`src/common/tcb_lite_pkg.sv`:
```
/* Shared widths, data types and timing constants for the TCB-Lite memory subsystem.
   Modules import it inside their body; port headers use scoped names. */

`default_nettype none

package tcb_lite_pkg;

    ////////////////////////////////////////////////////////////
    // bus widths
    ////////////////////////////////////////////////////////////

    // address width, byte granular
    localparam int unsigned tcb_adr_w = 16;

    // data width for both write and read data
    localparam int unsigned tcb_dat_w = 32;

    // number of byte lanes, one enable bit per lane
    localparam int unsigned tcb_byt_w = tcb_dat_w / 8;

    ////////////////////////////////////////////////////////////
    // data types
    ////////////////////////////////////////////////////////////

    // byte address
    typedef logic [tcb_adr_w-1:0] tcb_adr_t;

    // write data and read data word
    typedef logic [tcb_dat_w-1:0] tcb_dat_t;

    // byte enables, lane i covers bits [8*i+7:8*i]
    typedef logic [tcb_byt_w-1:0] tcb_byt_t;

    ////////////////////////////////////////////////////////////
    // timing
    ////////////////////////////////////////////////////////////

    // sram read latency in cycles, counted from the request transfer
    // to the edge where rdt and err are valid
    localparam int unsigned tcb_sram_dly = 1;

endpackage : tcb_lite_pkg

`default_nettype wire

```
`src/common/tcb_lite_if.sv`:
```
/* TCB-Lite bus bundle: valid/ready request handshake and a fixed-delay response.
   Managers connect through modport man, subordinates through modport sbd. */

`default_nettype none

interface tcb_lite_if #(
    // response delay in cycles as seen at this point of the bus
    parameter int unsigned DLY = tcb_lite_pkg::tcb_sram_dly
) ();

    import tcb_lite_pkg::*;

    ////////////////////////////////////////////////////////////
    // signals
    ////////////////////////////////////////////////////////////

    // handshake, a transfer happens when both are high
    logic     vld;
    logic     rdy;

    // request
    // wen high for a write, low for a read
    logic     wen;
    tcb_adr_t adr;
    tcb_byt_t byt;
    tcb_dat_t wdt;

    // response, valid DLY cycles after the transfer edge
    logic [tcb_dat_w-1:0] rdt;
    logic     err;

    ////////////////////////////////////////////////////////////
    // modports
    ////////////////////////////////////////////////////////////

    // manager side drives the request and samples the response
    modport man (
        output vld, wen, adr, byt, wdt,
        input  rdy, rdt, err
    );

    // subordinate side, mirror of man
    modport sbd (
        input  vld, wen, adr, byt, wdt,
        output rdy, rdt, err
    );

endinterface : tcb_lite_if

`default_nettype wire

```
`src/design/tcb_lite_register_request.sv`:
```
/* Request path register slice; adds one cycle of latency to the request without bubbles.
   The response passes through combinationally, so DLY grows by one across the slice. */

`default_nettype none

module tcb_lite_register_request #(
    // "POWER" loads only enabled write lanes, "COMPLEXITY" loads the full word
    parameter string OPT = "POWER"
) (
    input  logic       sub,
    input  logic       rst_n,
    tcb_lite_if.sbd    up,
    tcb_lite_if.man    dn
);

    import tcb_lite_pkg::*;

    // request transfer on the upstream side
    logic trn;

    assign trn = up.vld & up.rdy;

    ////////////////////////////////////////////////////////////
    // handshake
    ////////////////////////////////////////////////////////////

    // valid follows upstream whenever the slice can accept
    always_ff @(posedge sub or negedge rst_n) begin
        if (!rst_n) begin
            dn.vld <= 1'b0;
        end else if (up.rdy) begin
            dn.vld <= up.vld;
        end
    end

    // accept when downstream takes the held request or the slice is empty
    assign up.rdy = dn.rdy | ~dn.vld;

    ////////////////////////////////////////////////////////////
    // request fields
    ////////////////////////////////////////////////////////////

    // payload, loaded only on a transfer
    always_ff @(posedge sub) begin
        if (trn) begin
            dn.wen <= up.wen;
            dn.adr <= up.adr;
            dn.byt <= up.byt;
        end
    end

    // write data, reads leave it untouched
    if (OPT == "POWER") begin : g_power
        // per lane enables, idle lanes do not toggle
        always_ff @(posedge sub) begin
            if (trn & up.wen) begin
                for (int i = 0; i < tcb_byt_w; i++) begin
                    if (up.byt[i]) begin
                        dn.wdt[i*8 +: 8] <= up.wdt[i*8 +: 8];
                    end
                end
            end
        end
    end else begin : g_complexity
        // single enable for the whole word
        always_ff @(posedge sub) begin
            if (trn & up.wen) begin
                dn.wdt <= up.wdt;
            end
        end
    end

    ////////////////////////////////////////////////////////////
    // response
    ////////////////////////////////////////////////////////////

    // straight through, the extra cycle is on the request side only
    assign up.rdt = dn.rdt;
    assign up.err = dn.err;

endmodule : tcb_lite_register_request

`default_nettype wire

```
`src/flat_wrapper.sv`:
```
// flat-port wrapper written by rule: the top's interface ports become plain ports
module tcb_lite_register_request_flat import tcb_lite_pkg::*;
#(
                                                                               
    parameter string OPT = "     "
)
  (sub, rst_n, up_vld, up_wen, up_adr, up_byt, up_wdt, up_rdy, up_rdt, up_err, dn_vld, dn_wen, dn_adr, dn_byt, dn_wdt, dn_rdy, dn_rdt, dn_err);
  tcb_lite_if up_i ();
  tcb_lite_if dn_i ();
  input  logic sub;
  input  logic rst_n;
  input wire logic [$bits(up_i.vld)-1:0] up_vld;
  input wire logic [$bits(up_i.wen)-1:0] up_wen;
  input wire logic [$bits(up_i.adr)-1:0] up_adr;
  input wire logic [$bits(up_i.byt)-1:0] up_byt;
  input wire logic [$bits(up_i.wdt)-1:0] up_wdt;
  output wire logic [$bits(up_i.rdy)-1:0] up_rdy;
  output wire logic [$bits(up_i.rdt)-1:0] up_rdt;
  output wire logic [$bits(up_i.err)-1:0] up_err;
  output wire logic [$bits(dn_i.vld)-1:0] dn_vld;
  output wire logic [$bits(dn_i.wen)-1:0] dn_wen;
  output wire logic [$bits(dn_i.adr)-1:0] dn_adr;
  output wire logic [$bits(dn_i.byt)-1:0] dn_byt;
  output wire logic [$bits(dn_i.wdt)-1:0] dn_wdt;
  input wire logic [$bits(dn_i.rdy)-1:0] dn_rdy;
  input wire logic [$bits(dn_i.rdt)-1:0] dn_rdt;
  input wire logic [$bits(dn_i.err)-1:0] dn_err;
  assign up_i.vld = up_vld;
  assign up_i.wen = up_wen;
  assign up_i.adr = up_adr;
  assign up_i.byt = up_byt;
  assign up_i.wdt = up_wdt;
  assign up_rdy = up_i.rdy;
  assign up_rdt = up_i.rdt;
  assign up_err = up_i.err;
  assign dn_vld = dn_i.vld;
  assign dn_wen = dn_i.wen;
  assign dn_adr = dn_i.adr;
  assign dn_byt = dn_i.byt;
  assign dn_wdt = dn_i.wdt;
  assign dn_i.rdy = dn_rdy;
  assign dn_i.rdt = dn_rdt;
  assign dn_i.err = dn_err;
  tcb_lite_register_request #(.OPT(OPT)) u_core (.sub(sub), .rst_n(rst_n), .up(up_i), .dn(dn_i));
endmodule
```
`config.mk`:
```
export PLATFORM = sky130hd
export DESIGN_NAME = tcb_lite_register_request_flat
export DESIGN_NICKNAME = d
export VERILOG_FILES = /design/src/common/tcb_lite_pkg.sv /design/src/common/tcb_lite_if.sv /design/src/design/tcb_lite_register_request.sv /design/src/flat_wrapper.sv
export SDC_FILE = /design/constraint.sdc
export NUM_CORES = 1
export LEC_CHECK = 0
export BUFFER_PORTS_ARGS = -buffer_cell sky130_fd_sc_hd__buf_2
export CAP_MARGIN = 20
export CELL_PAD_IN_SITES_DETAIL_PLACEMENT = 0
export CELL_PAD_IN_SITES_GLOBAL_PLACEMENT = 1
export CORE_MARGIN = 5
export CORE_UTILIZATION = 27
export DETAILED_ROUTE_END_ITERATION = 12
export MAX_ROUTING_LAYER = met4
export PLACE_DENSITY = 0.85
export SYNTH_ARGS = -nofsm -noshare
export SYNTH_HDL_FRONTEND = slang
export SYNTH_SLANG_ARGS = --single-unit
```
`constraint.sdc`:
```
create_clock -name sub -period 2.4 [get_ports sub]
set_input_delay 0.24 -clock sub [delete_from_list [all_inputs] [get_ports sub]]
set_output_delay 0.24 -clock sub [all_outputs]
set_load 0.005 [all_outputs]
```
# ---- Word level (Yosys, flattened, before mapping)
# Index checks and enable logic that the tools add are counted.
# W data, S select, Z words.
dict set report word_totals {
  register_bits 54
  input_bits 90
  out_inout_bits 88
  elab_cells 9
}
dict set report op_classes {
  n_bitwise 4
}
# operator n
set op_table {}
lappend op_table {{$and A1 B1 Y1} 2}
lappend op_table {{$not A1 Y1} 1}
lappend op_table {{$or A1 B1 Y1} 1}

# ---- Longest topological paths before layout
dict set report depth {
  word_depth 4
  ltp_mapped 2
  depth_no_buf 2
}

# ---- Least setup slack after synthesis
# OpenSTA, ideal clock, no wires.
dict set report synth_path {
  kind {register to register}
  start {reg u_core.dn.vld}
  end {reg u_core.dn.wdt[0], enable pin}
  setup_time_ps 392
  arrival_time_ps 1336
  t_required_ps 2008
  setup_slack_ps 672
  path_stages_with_launch 3
  path_buffers 0
  period_less_slack_ps 1728
  cell_sequence {dfrtp_1 > nand2b_4 > and3_1}
}
dict set report synth_via {
  elab_chain_len 4
}
# item line
set synth_rtl {}
lappend synth_rtl {{start, declared} tcb_lite_if.sv:38} ;# output vld, wen, adr, byt, wdt,
lappend synth_rtl {{$not A1 Y1} tcb_lite_register_request.sv:37} ;# assign up.rdy = dn.rdy | ~dn.vld;
lappend synth_rtl {{$or A1 B1 Y1} tcb_lite_register_request.sv:37}
lappend synth_rtl {{via up_rdy} flat_wrapper.sv:17} ;# output wire logic [$bits(up_i.rdy)-1:0] up_rdy;
lappend synth_rtl {{$and A1 B1 Y1} tcb_lite_register_request.sv:21} ;# assign trn = up.vld & up.rdy;
lappend synth_rtl {{$and A1 B1 Y1} tcb_lite_register_request.sv:67} ;# if (trn & up.wen) begin
lappend synth_rtl {{end, declared} tcb_lite_if.sv:38}
# The timed path passes the listed nets, and every way through them passes these cells.
# A chain may end at the register's enable or synchronous reset.

# ---- Worst setup path after layout
dict set report layout_path {
  start {reg u_core.dn.vld}
  end {reg u_core.dn.wdt[4], enable pin}
}
dict set report layout_via {
  elab_chain_len 4
}
# item line
set layout_rtl {}
lappend layout_rtl {{$not A1 Y1} tcb_lite_register_request.sv:37}
lappend layout_rtl {{$or A1 B1 Y1} tcb_lite_register_request.sv:37}
lappend layout_rtl {{$and A1 B1 Y1} tcb_lite_register_request.sv:21}
lappend layout_rtl {{$and A1 B1 Y1} tcb_lite_register_request.sv:67}
# No other way between the ends.

==> out/qor.csv <==
stage;metric;value;unit
run_status;outcome;finished clean;
min_path;hp-class;primary input to flop;
critical_path;reg2reg_to;u_core.dn.wdt[4];
critical_path;crit_required;2.36;ns
clocking;clock_sinks;54;
pwr;pwr-share-seq;62.9;%
routing;drt_first_iter_violations;14;
timing;finClkSkew;0.0128;ns
clocking;cts_tree;done;
timing;fin_crit;1.37;ns
placed_design;dp_slack;1.04;ns
die;pin_count;178;
critical_path;worstReg2RegStart;u_core.dn.vld;
global_routing;first_global_vias;1148;
global_routing;grt_first_pass_wirelength;5.75;mm
die;core;6830;um^2
logic_synthesis;syn_area_per_cell;20.8;um^2
placed_design;gp_congestion;0.669;
critical_path;startpoint;u_core.dn.vld;
critical_path;critical_path_class;flop to flop;
pwr;p_sw;0.000353;W
logic_synthesis;ys_seq_elements;54;
timing;rsz0062_at_grt;false;
routing;firstDrtPassIters;3;
clocking;path_clk_slew;0.10;ns
critical_path;crit_path_start_kind;flop;
global_routing;grt-ovfl-total;0;
critical_path;cp_data_arrival_time;1.33;ns
clocking;worstSkewPairLatency;0.30;ns
pwr;power_switching_share;20.3;%
critical_path;cp-end-kind;flop;
logic_synthesis;syn_nets;181;
finish;fin_nets;269;
die;fp.dieH;93.8;um
logic_synthesis;yosysUniqueCellTypes;7;
timing;holdWs;0.102;ns
logic_synthesis;synthCells;91;
finish;utilization;35.9;%
pwr;pwr-share-comb;6.7;%
flow_run;drv_cap;0;
critical_path;reg2reg_depth;3;
timing;final-setup-viol-count;0;
timing;layout_setup_ws;1.03;ns
clocking;clockBufferDepth;2;
die;initial_utilization;27.8;%
clocking;cts_root_buf;clkbuf_8;
routing;wl;3.88;mm
placed_design;dp.cells;267;
finish;drive_gt1_share;67.8;%
timing;timing.fmax;730;MHz
timing;final_max_slew_viol_count;0;
routing;detail_route.wl_per_cell;14.1;um
die;dieArea;8800;um^2
critical_path;r2r_setup_slack;1.03;ns
logic_synthesis;ys_seq_area_share;85.2;%
critical_path;cp-endpoint;u_core.dn.wdt[4];
routing;final_antenna_net_count;0;
global_routing;grt_antenna_before_repair;0;
finish;area.growth.synth_to_final;29.2;%
global_routing;grt_start_max_net_pins;33;
logic_synthesis;yosys_warnings;0;
logic_synthesis;syn_area;1900;um^2
placed_design;numPortBuffers;111;
timing;hold_viol_final;0;
finish;diodes;0;
placed_design;dp_hpwl;3.09;mm
global_routing;track_usage;8.90;%
pwr;p_int;0.00139;W
pwr;clkPwrFrac;30.3;%
routing;via_per_inst;3.74;
clocking;htreeDepth;2;
routing;vias;1031;
timing;fin_tns_setup;0;ns
timing;fin_crit_sh;57.1;%
routing;drc;0;
die;die_x;93.8;um
clocking;cts_buffers;5;
finish;final_cell_count_no_fill;276;
critical_path;cp_max_fo;32;
timing;maxSlewHeadroom;73.5;%
pwr;ir_worst_vdd;0.174;mV
timing;max_slew.worst_pin.slew;0.398;ns
pwr;p_leak;1.03;nW
die;num_rows;30;
pwr;power_density;710;nW/um^2
[flip-flops by register name, indices dropped and copies added, names as in the netlist]
signal / count
u_core.dn.byt: 4
u_core.dn.adr: 16
u_core.dn.vld: 1
u_core.dn.wen: 1
u_core.dn.wdt: 32
[cells in the mapped netlist]
master    instances  area [um^2]
and2_1            1         6.26
nand2b_1          1         6.26
and3_1            1         6.26
edfxtp_1         53         1590
dfrtp_1           1         25.0
buf_4            33          248
nand2b_4          1         13.8
[cell usage in the layout (no fill, tap or decap)]
master	n
and2_1	1
and3_1	1
buf_2	111
buf_4	2
clkbuf_8	6
clkinv_4	2
dfrtp_1	1
dlygate4sd3_1	1
edfxtp_1	53
nand2b_1	1
nand2b_4	1
[worst min-delay path by stage]
stage                from           endpoint  cells after the start
2_1_floorplan       rst_n      u_core.dn.vld                      0
3_3_place_gp        rst_n      u_core.dn.vld                      1
3_5_place_dp        rst_n      u_core.dn.vld                      1
4_1_cts        up_wdt[27]  u_core.dn.wdt[27]                      1
5_1_grt        up_wdt[21]  u_core.dn.wdt[21]                      1
6_report       up_wdt[21]  u_core.dn.wdt[21]                      1
[metal layers]
metal	up-vias	part of all wire, %	track usage [%]
li1	469	-	-
met1	492	36	9.09
met2	58	54	15.3
met3	12	7.5	2.56
met4	0	2.4	5.05
met5	-	0	-
[area by class of cell]
cell class | count | area (um^2)
fill | 692 | 4380
sequential | 54 | 1620
timing repair buffer | 114 | 581
tap | 96 | 120
clock buffer | 6 | 82.6
multi-input combinational | 4 | 32.5
clock inverter | 2 | 17.5
[logic make-up (layout without fill, tap and decap cells)]
| group | after synthesis | count (layout) | synth area share, % |
|---|---|---|---|
| flip-flops | 54 | 54 | 85.2 |
| AND/OR/NAND/NOR | 4 | 4 | 1.72 |
| buffers and inverters | 33 | 122 | 13.1 |
[timing repair]
action,4_1_cts,5_1_grt
hold buffers,1,0
hold endpoints to repair,1,0
buffers inserted,0,0
resized for setup,0,0
[worst max-delay path, stage by stage, from the launching register on]
cell	delay, ns
dfrtp_1	0.42
nand2b_4	0.09
and3_1	0.15
buf_4	0.36
[power by group through the flow]
| stage | clock, W | combinational [W] | sequential, W |
|---|---|---|---|
| detailed placement | 0 | 0.000120 | 0.00112 |
| finish | 0.000528 | 0.000117 | 0.00109 |
| CTS | 0.000556 | 0.000121 | 0.00110 |
| global placement | 0 | 0.000116 | 0.00111 |
| global route | 0.000583 | 0.000131 | 0.00110 |
| floorplan | 0 | 0.0000626 | 0.00112 |
[through the flow]
step	total power, W	area (um^2)
5_1_grt	0.00181	2450
3_5_place_dp	0.00124	2340
2_1_floorplan	0.00119	1900
6_report	0.00174	2450
3_3_place_gp	0.00123	2340
4_1_cts	0.00177	2450
(Power assumes the default switching activity.)
