[config.mk]
export PLATFORM = sky130hd
export DESIGN_NAME = tcb_lite_arbiter_flat
export DESIGN_NICKNAME = d
export VERILOG_FILES = /design/src/common/tcb_lite_pkg.sv /design/src/common/tcb_lite_if.sv /design/src/arbiter/tcb_lite_arbiter.sv /design/src/flat_wrapper.sv
export SDC_FILE = /design/constraint.sdc
export NUM_CORES = 1
export LEC_CHECK = 0
export BUFFER_PORTS_ARGS = -buffer_cell sky130_fd_sc_hd__buf_2
export CORE_AREA = 5 5 101 103
export CTS_BUF_LIST = sky130_fd_sc_hd__clkbuf_8
export DETAILED_ROUTE_END_ITERATION = 16
export DIE_AREA = 0 0 106 108
export PLACE_DENSITY_LB_ADDON = 0.1
export SLEW_MARGIN = 15
export SYNTH_ARGS = -nofsm -noshare
export SYNTH_HDL_FRONTEND = slang
export SYNTH_SLANG_ARGS = --single-unit
[constraint.sdc]
create_clock -name sub -period 3.2 [get_ports sub]
set_clock_uncertainty 0.2 [all_clocks]
set_input_delay 0 -clock sub [delete_from_list [all_inputs] [get_ports sub]]
set_output_delay 0 -clock sub [all_outputs]
set_load 0.02 [all_outputs]
[src/common/tcb_lite_pkg.sv]
/* Shared widths, data types and timing constants for the TCB-Lite memory subsystem.
   Modules import it inside their body; port headers use scoped names. */

`default_nettype none

package tcb_lite_pkg;

    ////////////////////////////////////////////////////////////
    // bus widths
    ////////////////////////////////////////////////////////////

    // address width, byte granular
    localparam int unsigned tcb_adr_w = 16;

    // data width for both write and read data
    localparam int unsigned tcb_dat_w = 32;

    // number of byte lanes, one enable bit per lane
    localparam int unsigned tcb_byt_w = tcb_dat_w / 8;

    ////////////////////////////////////////////////////////////
    // data types
    ////////////////////////////////////////////////////////////

    // byte address
    typedef logic [tcb_adr_w-1:0] tcb_adr_t;

    // write data and read data word
    typedef logic [tcb_dat_w-1:0] tcb_dat_t;

    // byte enables, lane i covers bits [8*i+7:8*i]
    typedef logic [tcb_byt_w-1:0] tcb_byt_t;

    ////////////////////////////////////////////////////////////
    // timing
    ////////////////////////////////////////////////////////////

    // sram read latency in cycles, counted from the request transfer
    // to the edge where rdt and err are valid
    localparam int unsigned tcb_sram_dly = 1;

endpackage : tcb_lite_pkg

`default_nettype wire

[src/common/tcb_lite_if.sv]
/* TCB-Lite bus bundle: valid/ready request handshake and a fixed-delay response.
   Managers connect through modport man, subordinates through modport sbd. */

`default_nettype none

interface tcb_lite_if #(
    // response delay in cycles as seen at this point of the bus
    parameter int unsigned DLY = tcb_lite_pkg::tcb_sram_dly
) ();

    import tcb_lite_pkg::*;

    ////////////////////////////////////////////////////////////
    // signals
    ////////////////////////////////////////////////////////////

    // handshake, a transfer happens when both are high
    logic     vld;
    logic     rdy;

    // request
    // wen high for a write, low for a read
    logic     wen;
    tcb_adr_t adr;
    tcb_byt_t byt;
    tcb_dat_t wdt;

    // response, valid DLY cycles after the transfer edge
    logic [tcb_dat_w-1:0] rdt;
    logic     err;

    ////////////////////////////////////////////////////////////
    // modports
    ////////////////////////////////////////////////////////////

    // manager side drives the request and samples the response
    modport man (
        output vld, wen, adr, byt, wdt,
        input  rdy, rdt, err
    );

    // subordinate side, mirror of man
    modport sbd (
        input  vld, wen, adr, byt, wdt,
        output rdy, rdt, err
    );

endinterface : tcb_lite_if

`default_nettype wire

[src/arbiter/tcb_lite_arbiter.sv]
/* Two-manager round-robin arbiter onto one shared TCB-Lite bus.
   Grant is combinational; the response is broadcast to both managers. */

`default_nettype none

module tcb_lite_arbiter (
    input  logic       sub,
    input  logic       rst_n,
    tcb_lite_if.sbd    m0,
    tcb_lite_if.sbd    m1,
    tcb_lite_if.man    dn
);

    ////////////////////////////////////////////////////////////
    // arbitration
    ////////////////////////////////////////////////////////////

    // round-robin pointer
    // 0 favors m0, 1 favors m1
    logic ptr;

    // both managers request in the same cycle
    logic both;

    // selected manager, 0 for m0 and 1 for m1
    logic gnt;

    // transfer on the shared bus
    logic trn;

    assign both = m0.vld & m1.vld;

    // contested cycle uses the pointer, otherwise whoever requests
    // with nobody requesting the select rests on m0
    assign gnt = both ? ptr : m1.vld;

    assign trn = dn.vld & dn.rdy;

    // pointer moves away from the manager that was just served
    always_ff @(posedge sub or negedge rst_n) begin
        if (!rst_n) begin
            ptr <= 1'b0;
        end else if (trn) begin
            ptr <= ~gnt;
        end
    end

    ////////////////////////////////////////////////////////////
    // request mux
    ////////////////////////////////////////////////////////////

    always_comb begin
        if (gnt) begin
            dn.vld = m1.vld;
            dn.wen = m1.wen;
            dn.adr = m1.adr;
            dn.byt = m1.byt;
            dn.wdt = m1.wdt;
        end else begin
            dn.vld = m0.vld;
            dn.wen = m0.wen;
            dn.adr = m0.adr;
            dn.byt = m0.byt;
            dn.wdt = m0.wdt;
        end
    end

    ////////////////////////////////////////////////////////////
    // ready and response
    ////////////////////////////////////////////////////////////

    // only the granted manager sees ready
    // the loser holds its request until the pointer turns
    assign m0.rdy = dn.rdy & ~gnt;
    assign m1.rdy = dn.rdy &  gnt;

    // no response handshake, each manager samples at the known delay
    assign m0.rdt = dn.rdt;
    assign m0.err = dn.err;
    assign m1.rdt = dn.rdt;
    assign m1.err = dn.err;

endmodule : tcb_lite_arbiter

`default_nettype wire

[src/flat_wrapper.sv]
// flat-port wrapper written by rule: the top's interface ports become plain ports
module tcb_lite_arbiter_flat 
  (sub, rst_n, m0_vld, m0_wen, m0_adr, m0_byt, m0_wdt, m0_rdy, m0_rdt, m0_err, m1_vld, m1_wen, m1_adr, m1_byt, m1_wdt, m1_rdy, m1_rdt, m1_err, dn_vld, dn_wen, dn_adr, dn_byt, dn_wdt, dn_rdy, dn_rdt, dn_err);
  tcb_lite_if m0_i ();
  tcb_lite_if m1_i ();
  tcb_lite_if dn_i ();
  input  logic sub;
  input  logic rst_n;
  input wire logic [$bits(m0_i.vld)-1:0] m0_vld;
  input wire logic [$bits(m0_i.wen)-1:0] m0_wen;
  input wire logic [$bits(m0_i.adr)-1:0] m0_adr;
  input wire logic [$bits(m0_i.byt)-1:0] m0_byt;
  input wire logic [$bits(m0_i.wdt)-1:0] m0_wdt;
  output wire logic [$bits(m0_i.rdy)-1:0] m0_rdy;
  output wire logic [$bits(m0_i.rdt)-1:0] m0_rdt;
  output wire logic [$bits(m0_i.err)-1:0] m0_err;
  input wire logic [$bits(m1_i.vld)-1:0] m1_vld;
  input wire logic [$bits(m1_i.wen)-1:0] m1_wen;
  input wire logic [$bits(m1_i.adr)-1:0] m1_adr;
  input wire logic [$bits(m1_i.byt)-1:0] m1_byt;
  input wire logic [$bits(m1_i.wdt)-1:0] m1_wdt;
  output wire logic [$bits(m1_i.rdy)-1:0] m1_rdy;
  output wire logic [$bits(m1_i.rdt)-1:0] m1_rdt;
  output wire logic [$bits(m1_i.err)-1:0] m1_err;
  output wire logic [$bits(dn_i.vld)-1:0] dn_vld;
  output wire logic [$bits(dn_i.wen)-1:0] dn_wen;
  output wire logic [$bits(dn_i.adr)-1:0] dn_adr;
  output wire logic [$bits(dn_i.byt)-1:0] dn_byt;
  output wire logic [$bits(dn_i.wdt)-1:0] dn_wdt;
  input wire logic [$bits(dn_i.rdy)-1:0] dn_rdy;
  input wire logic [$bits(dn_i.rdt)-1:0] dn_rdt;
  input wire logic [$bits(dn_i.err)-1:0] dn_err;
  assign m0_i.vld = m0_vld;
  assign m0_i.wen = m0_wen;
  assign m0_i.adr = m0_adr;
  assign m0_i.byt = m0_byt;
  assign m0_i.wdt = m0_wdt;
  assign m0_rdy = m0_i.rdy;
  assign m0_rdt = m0_i.rdt;
  assign m0_err = m0_i.err;
  assign m1_i.vld = m1_vld;
  assign m1_i.wen = m1_wen;
  assign m1_i.adr = m1_adr;
  assign m1_i.byt = m1_byt;
  assign m1_i.wdt = m1_wdt;
  assign m1_rdy = m1_i.rdy;
  assign m1_rdt = m1_i.rdt;
  assign m1_err = m1_i.err;
  assign dn_vld = dn_i.vld;
  assign dn_wen = dn_i.wen;
  assign dn_adr = dn_i.adr;
  assign dn_byt = dn_i.byt;
  assign dn_wdt = dn_i.wdt;
  assign dn_i.rdy = dn_rdy;
  assign dn_i.rdt = dn_rdt;
  assign dn_i.err = dn_err;
  tcb_lite_arbiter u_core (.sub(sub), .rst_n(rst_n), .m0(m0_i), .m1(m1_i), .dn(dn_i));
endmodule
# ---- Yosys cells after proc, flatten, opt, wreduce, memory -nomap -nowiden
# Cells that the tools add are included.
dict set report word_totals {
  regBits 1
  out_inout_bits 122
  elab_cells 12
}
dict set report classes {
  muxes 6
  n_bitwise 5
}
# operator n
set op_table {}
lappend op_table {{$mux 32} 1}
lappend op_table {{$mux 16} 1}
lappend op_table {{$and 1x1->1} 4}
lappend op_table {{$mux 4} 1}
lappend op_table {{$mux 1} 3}
lappend op_table {{$not 1->1} 1}

# ---- Longest topological paths before layout
# Gate-level depths: netlist (run 1).
dict set report logic_depth {
  depth_word 4
  mapped_depth 4
  mapped_depth_nobuf 3
}

# ---- Worst setup path after synthesis (run 1)
# No wires, ideal clock.
dict set report synth_path {
  path_kind {register -> output}
  from {reg u_core.ptr}
  to {out dn_adr[10]}
  arrival_time_ps 1280
  required_time_ps 3000
  path_slack_ps 1720
  path_stages_with_launch 4
  n_path_buf 1
  cell_sequence {dfrtp_1 > o21ai_4 > buf_4 > mux2_2}
}
dict set report synth_between {
  elab_chain_cells 2
}
# element line
set synth_lines {}
lappend synth_lines {{from (decl)} tcb_lite_arbiter.sv:20} ;# logic ptr;
lappend synth_lines {{from (signal assigned)} tcb_lite_arbiter.sv:44} ;# ptr <= ~gnt;
lappend synth_lines {{$mux 1} tcb_lite_arbiter.sv:35} ;# assign gnt = both ? ptr : m1.vld;
lappend synth_lines {{$mux 16} tcb_lite_arbiter.sv:53} ;# if (gnt) begin
lappend synth_lines {{to (decl)} flat_wrapper.sv:27} ;# output wire logic [$bits(dn_i.adr)-1:0] dn_adr;
# No other way between the ends.

# ---- Final worst setup path (run 1)
dict set report layout_path {
  from {reg u_core.ptr}
  to {out dn_adr[9]}
}
# Same word-level chain as after synthesis.

==> impl_metrics.toml, run 1 <==
[sta]
period_needed_ps = 1896
rsz0062_at_grt = "false"
slew_headroom_pct = 55.60
final_max_slew_viol_count = 0
setup_violations = 0
tightest_slew_ps = 666.1
finalHoldViolCount = 0
setup_tns_ps = 0
max_freq_ghz = 0.5273
fin_crit_sh_pct = 59.26

[finish]
layout.cells.non_filler = 373
nets = 408
reg_top3 = "u_core.ptr (1)"
top_register = "u_core.ptr"
diodes = 0
syn2layout_area_growth_pct = 63.38
post-route-cell-area_um2 = 1993
largest_register_ffs = 1
drive_gt1_share_pct = 83.21
final.fill_count = 1018
final_util_pct = 21.88

[worst_setup_path]
critPathArrivalTime_ps = 1700
cpMaxStageDelayCell = "buf_4"
crit_chain = "o21ai_4 -> buf_4 -> mux2_2 -> buf_2"
cp_slowest_stage_delay_ps = 540
cp-end-kind = "primary output"
cp.required_ps = 3000
crit_type = "flop to primary output"
crit_path_start_kind = "flop"
crit_fanout = 54

[pwr]
p_leak_nw = 1.051
power.density_nw_per_um2 = 231.2
vdd_drop_max_mv = 0.06863

[grt]
grt_overflow = 0
grt_pass1_wl_mm = 7.403
grt_max_degree = 55
grt_pass1_vias = 1459
antenna_found_initial = 0
grt_use_total_pct = 7.788

[floorplanning]
rows = 35
dieArea_um2 = 11450
die_w_um = 106
core_area_um2 = 9109
ios = 266
dieHeight_um = 108
start_util_pct = 13.39

[routing]
drt_iter0_drc = 37
route.vias.total = 1391
wire_per_inst_um = 14.49
drt-pass1-iter-count = 2
drc = 0
via_per_inst = 3.729
wirelength_mm = 5.405
ant_nets = 0

[placed_design]
io_buffers = 166
post-place-cells = 339
dp_hpwl_mm = 4.364
dpl_cell_area_um2 = 1653
gp_congestion = 0.7669

[logic_synthesis]
yosysUniqueCellTypes = 12
synth_top_area_share_pct = 45.23
synth_ff_type = "dfrtp_1"
synth_fp_nets = 276
synth_top_cell_by_area = "mux2_2"
synth.area.top_cells = "mux2_2 45%, buf_4 42%, mux2_1 3.7%"
synth_edf_count = 0
synth_area_um2 = 1220
synth_common_cells = "68 x buf_4, 49 x mux2_2, 4 x mux2_1"
ys.warnings.count = 0
yosysSeqAreaShare_pct = 2.051
syn_avg_cell_area_um2 = 9.242
yosys_register_bits = 1
syn_inst = 132
yosysMostFrequentCell = "buf_4"
synthArstFlopShare_pct = 100.0

[cts]
postCtsSetupRepairBufs = 0
ctsResizeCount = 0
clkSlewWorstSetupHoldPaths_ps = 0
clk_latency_ps = 0

[hold_path]
hp-class = "input pin to flop"

[status]
status = "finished clean"

[run]
maxCapViolCount = 0
[layout by cell type (no fill, tap or decap)]
master / instances
or2_2: 1
mux2_2: 49
inv_1: 1
a21oi_1: 1
o21ai_4: 1
mux2_1: 4
buf_4: 1
a31oi_1: 1
dfrtp_1: 1
and2_1: 1
buf_2: 166
o211a_1: 1
dlygate4sd3_1: 34
[worst paths after layout]
check                      slack [ps]       start  cells after the start          to
setup / recovery                 1300  u_core.ptr                      4   dn_adr[9]
hold / removal                     60      dn_rdy                      2  u_core.ptr
setup reg to reg                 2270  u_core.ptr                      2  u_core.ptr
hold reg to reg                   370  u_core.ptr                      1  u_core.ptr
max in group asynchronous        2570       rst_n                      2  u_core.ptr
min in group asynchronous         140       rst_n                      2  u_core.ptr
[per-stage QoR]
stage	setup WS [ps]	hold slack [ps]	total power, mW
6_report	1304	58.66	0.4608
5_1_grt	1212	97.80	0.4934
4_1_cts	1286	67.45	0.4671
3_5_place_dp	1280	-422.6	0.3669
3_3_place_gp	1279	-422.1	0.3706
2_1_floorplan	1720	-495.6	0.3545
[final cells by class]
class	instances	area [µm²]	share of cell area, %
Multi-Input combinational cell	59	646.9	32.45
Inverter	1	3.754	0.1883
Tap cell	111	138.9	6.968
Timing Repair Buffer	201	1179	59.13
Sequential cell	1	25.02	1.255
[routing by layer]
| layer | track usage (%) | vias to the layer above | wire, µm |
|---|---|---|---|
| li1 | - | 643 | - |
| met1 | 7.541 | 610 | 1670 |
| met2 | 16.71 | 130 | 3001 |
| met3 | 1.851 | 8 | 655 |
| met4 | 1.110 | 0 | 77 |
| met5 | 0 | - | 0 |
[worst max-delay path, delay by kind of cell, from the launching register on]
kind | cells | cell delay [ps]
buf+inv | 2 | 700
mux | 1 | 430
flops | 1 | 400
compound gates | 1 | 120
[power by group]
part | internal, mW | switching [mW]
registers | 0.0154 | 0.00369
clock network | 0 | 0
logic | 0.192 | 0.249
[cell families (layout without fill, tap and decap cells)]
logic type	count (synthesis)	count (layout)	synth area share, %
AOI/OAI and AO/OA	4	4	3.077
DFF	1	1	2.051
buffers and inverters	72	202	44.92
muxes	53	53	48.92
and+or+nand+nor	2	2	1.026
[repair_timing]
action                                  4_1_cts  5_1_grt
hold endpoints to repair                     67        0
endpoints found under the setup margin        0        0
hold buffers                                 34        0
(Power assumes the default switching activity.)
==> inputs of run 2 (changes only) <==
- clock period: 3.2 -> 1.5 ns (I/O delays scaled with it)
==> run 2 against run 1 <==
Effect of this change: the run now ends with negative setup slack left; sequential power is 100% higher; via count is 0.22% lower; worst hold slack worse by 11 ps; critical path type unchanged; combinational power is 130% higher; first-iteration DRC count is 49% lower.
==> impl_metrics.toml, run 2 (synthesis gave the netlist of run 1 again) <==
[status]
status = "complete, but fails checks"
violations = "negative setup slack"

[pwr]
p_total_mw = 1.050
vdd_drop_max_mv = 0.1616
p_leak_nw = 1.100
power.density_nw_per_um2 = 500.9

[sta]
worst_slack_ps = -32.22
setup_tns_ps = -805.6
setup_violations = 47
finalHoldViolCount = 0
period_needed_ps = 1532
fin_crit_sh_pct = 102.1
rsz0062_at_grt = "true"
max_freq_ghz = 0.6526
slew_headroom_pct = 70.48
tightest_slew_ps = 441.4
final_max_slew_viol_count = 0

[grt]
antenna_found_initial = 0
grt_pass1_vias = 1481
grt_overflow = 0
grt_max_degree = 26
grt_use_total_pct = 8.002
grt_pass1_wl_mm = 7.507

[finish]
post-route-cell-area_um2 = 2096
reg_top3 = "u_core.ptr (1)"
largest_register_ffs = 1
mostFrequentLayoutCells = "150 x buf_2, 47 x mux2_2, 34 x dlygate4sd3_1"
syn2layout_area_growth_pct = 71.79
drive_gt1_share_pct = 83.40
final_common_cell = "buf_2"
nets = 411
top_register = "u_core.ptr"
final.fill_count = 1014
multiInputGateArea_um2 = 654.4
diodes = 0
register_area_um2 = 25.02

[worst_setup_path]
crit_fanout = 25
cp-end-kind = "primary output"
crit_type = "flop to primary output"
critPathArrivalTime_ps = 1330
crit_path_start_kind = "flop"
cp.required_ps = 1300

[placed_design]
gp_congestion = 0.7498
io_buffers = 166
dp_hpwl_mm = 4.543
dpl_cell_area_um2 = 1700

[routing]
wire_per_inst_um = 14.85
drt-pass1-iter-count = 2
ant_nets = 0
drc = 0
route.vias.total = 1388
wirelength_mm = 5.585
via_per_inst = 3.691
drt_iter0_drc = 19

[floorplanning]
rows = 35
ios = 266
dieArea_um2 = 11450
core_area_um2 = 9109
die_w_um = 106
dieHeight_um = 108
start_util_pct = 13.39

[run]
maxCapViolCount = 0

[hold_path]
hp-class = "input pin to flop"

[cts]
clkSlewWorstSetupHoldPaths_ps = 0
postCtsSetupRepairBufs = 0
clk_latency_ps = 0
run 2: changes by cell type in the layout (fill, tap and decap cells not counted), sizes merged:
cell and delta:
buf +3
run 2: per-layer routing:
metal  global-route usage, %  up-vias  wire length, µm
li1                        -      649                -
met1                   7.508      599             1750
met2                   17.53      136             3103
met3                   2.149        4              691
met4                  0.6475        0               40
met5                       0        -                0
run 2: cell type report:
type | count | area share, %
flip-flops and latches | 1 | 1.194
well taps | 111 | 6.627
inverters | 1 | 0.1791
multi-input cells | 59 | 31.22
repair buffers | 204 | 60.78
run 2: critical path, cell delays in order, from the launching register on:
cell and delay, ps:
dfrtp_1 380, o21ai_4 210, buf_12 220, mux2_2 360, buf_2 160
run 2: final timing paths:
check	start	to	slack, ps	cells past startpoint
max	u_core.ptr	dn_adr[1]	-30	4
min	dn_rdy	u_core.ptr	50	2
max reg2reg	u_core.ptr	u_core.ptr	480	3
min reg2reg	u_core.ptr	u_core.ptr	430	2
max in group asynchronous	rst_n	u_core.ptr	880	2
min in group asynchronous	rst_n	u_core.ptr	130	2
run 2: what timing repair did:
action | CTS | global route
endpoints found under the hold margin | 67 | 0
hold buffers | 34 | 0
cloned | 0 | 0
resized for setup | 7 | 13
setup endpoints to repair | 49 | 53
run 2: through the flow:
step	hold WS, ps	instances	utilization (%)	worst slack [ps]
finish	48.14	376	23.01	-32.22
global route	86.02	376	23.01	-95.10
CTS	52.16	376	22.64	-49.02
detailed placement	-423.9	342	18.67	-64.18
global placement	-418.3	342	18.67	-53.19
floorplan	-495.6	132	-	20.27
run 2: power breakdown:
group / total, mW / internal [mW] / switching (mW)
Sequential: 0.0382 / 0.0328 / 0.00538
Clock: 0 / 0 / 0
Combinational: 1.01 / 0.467 / 0.544
Total: 1.05 / 0.500 / 0.550
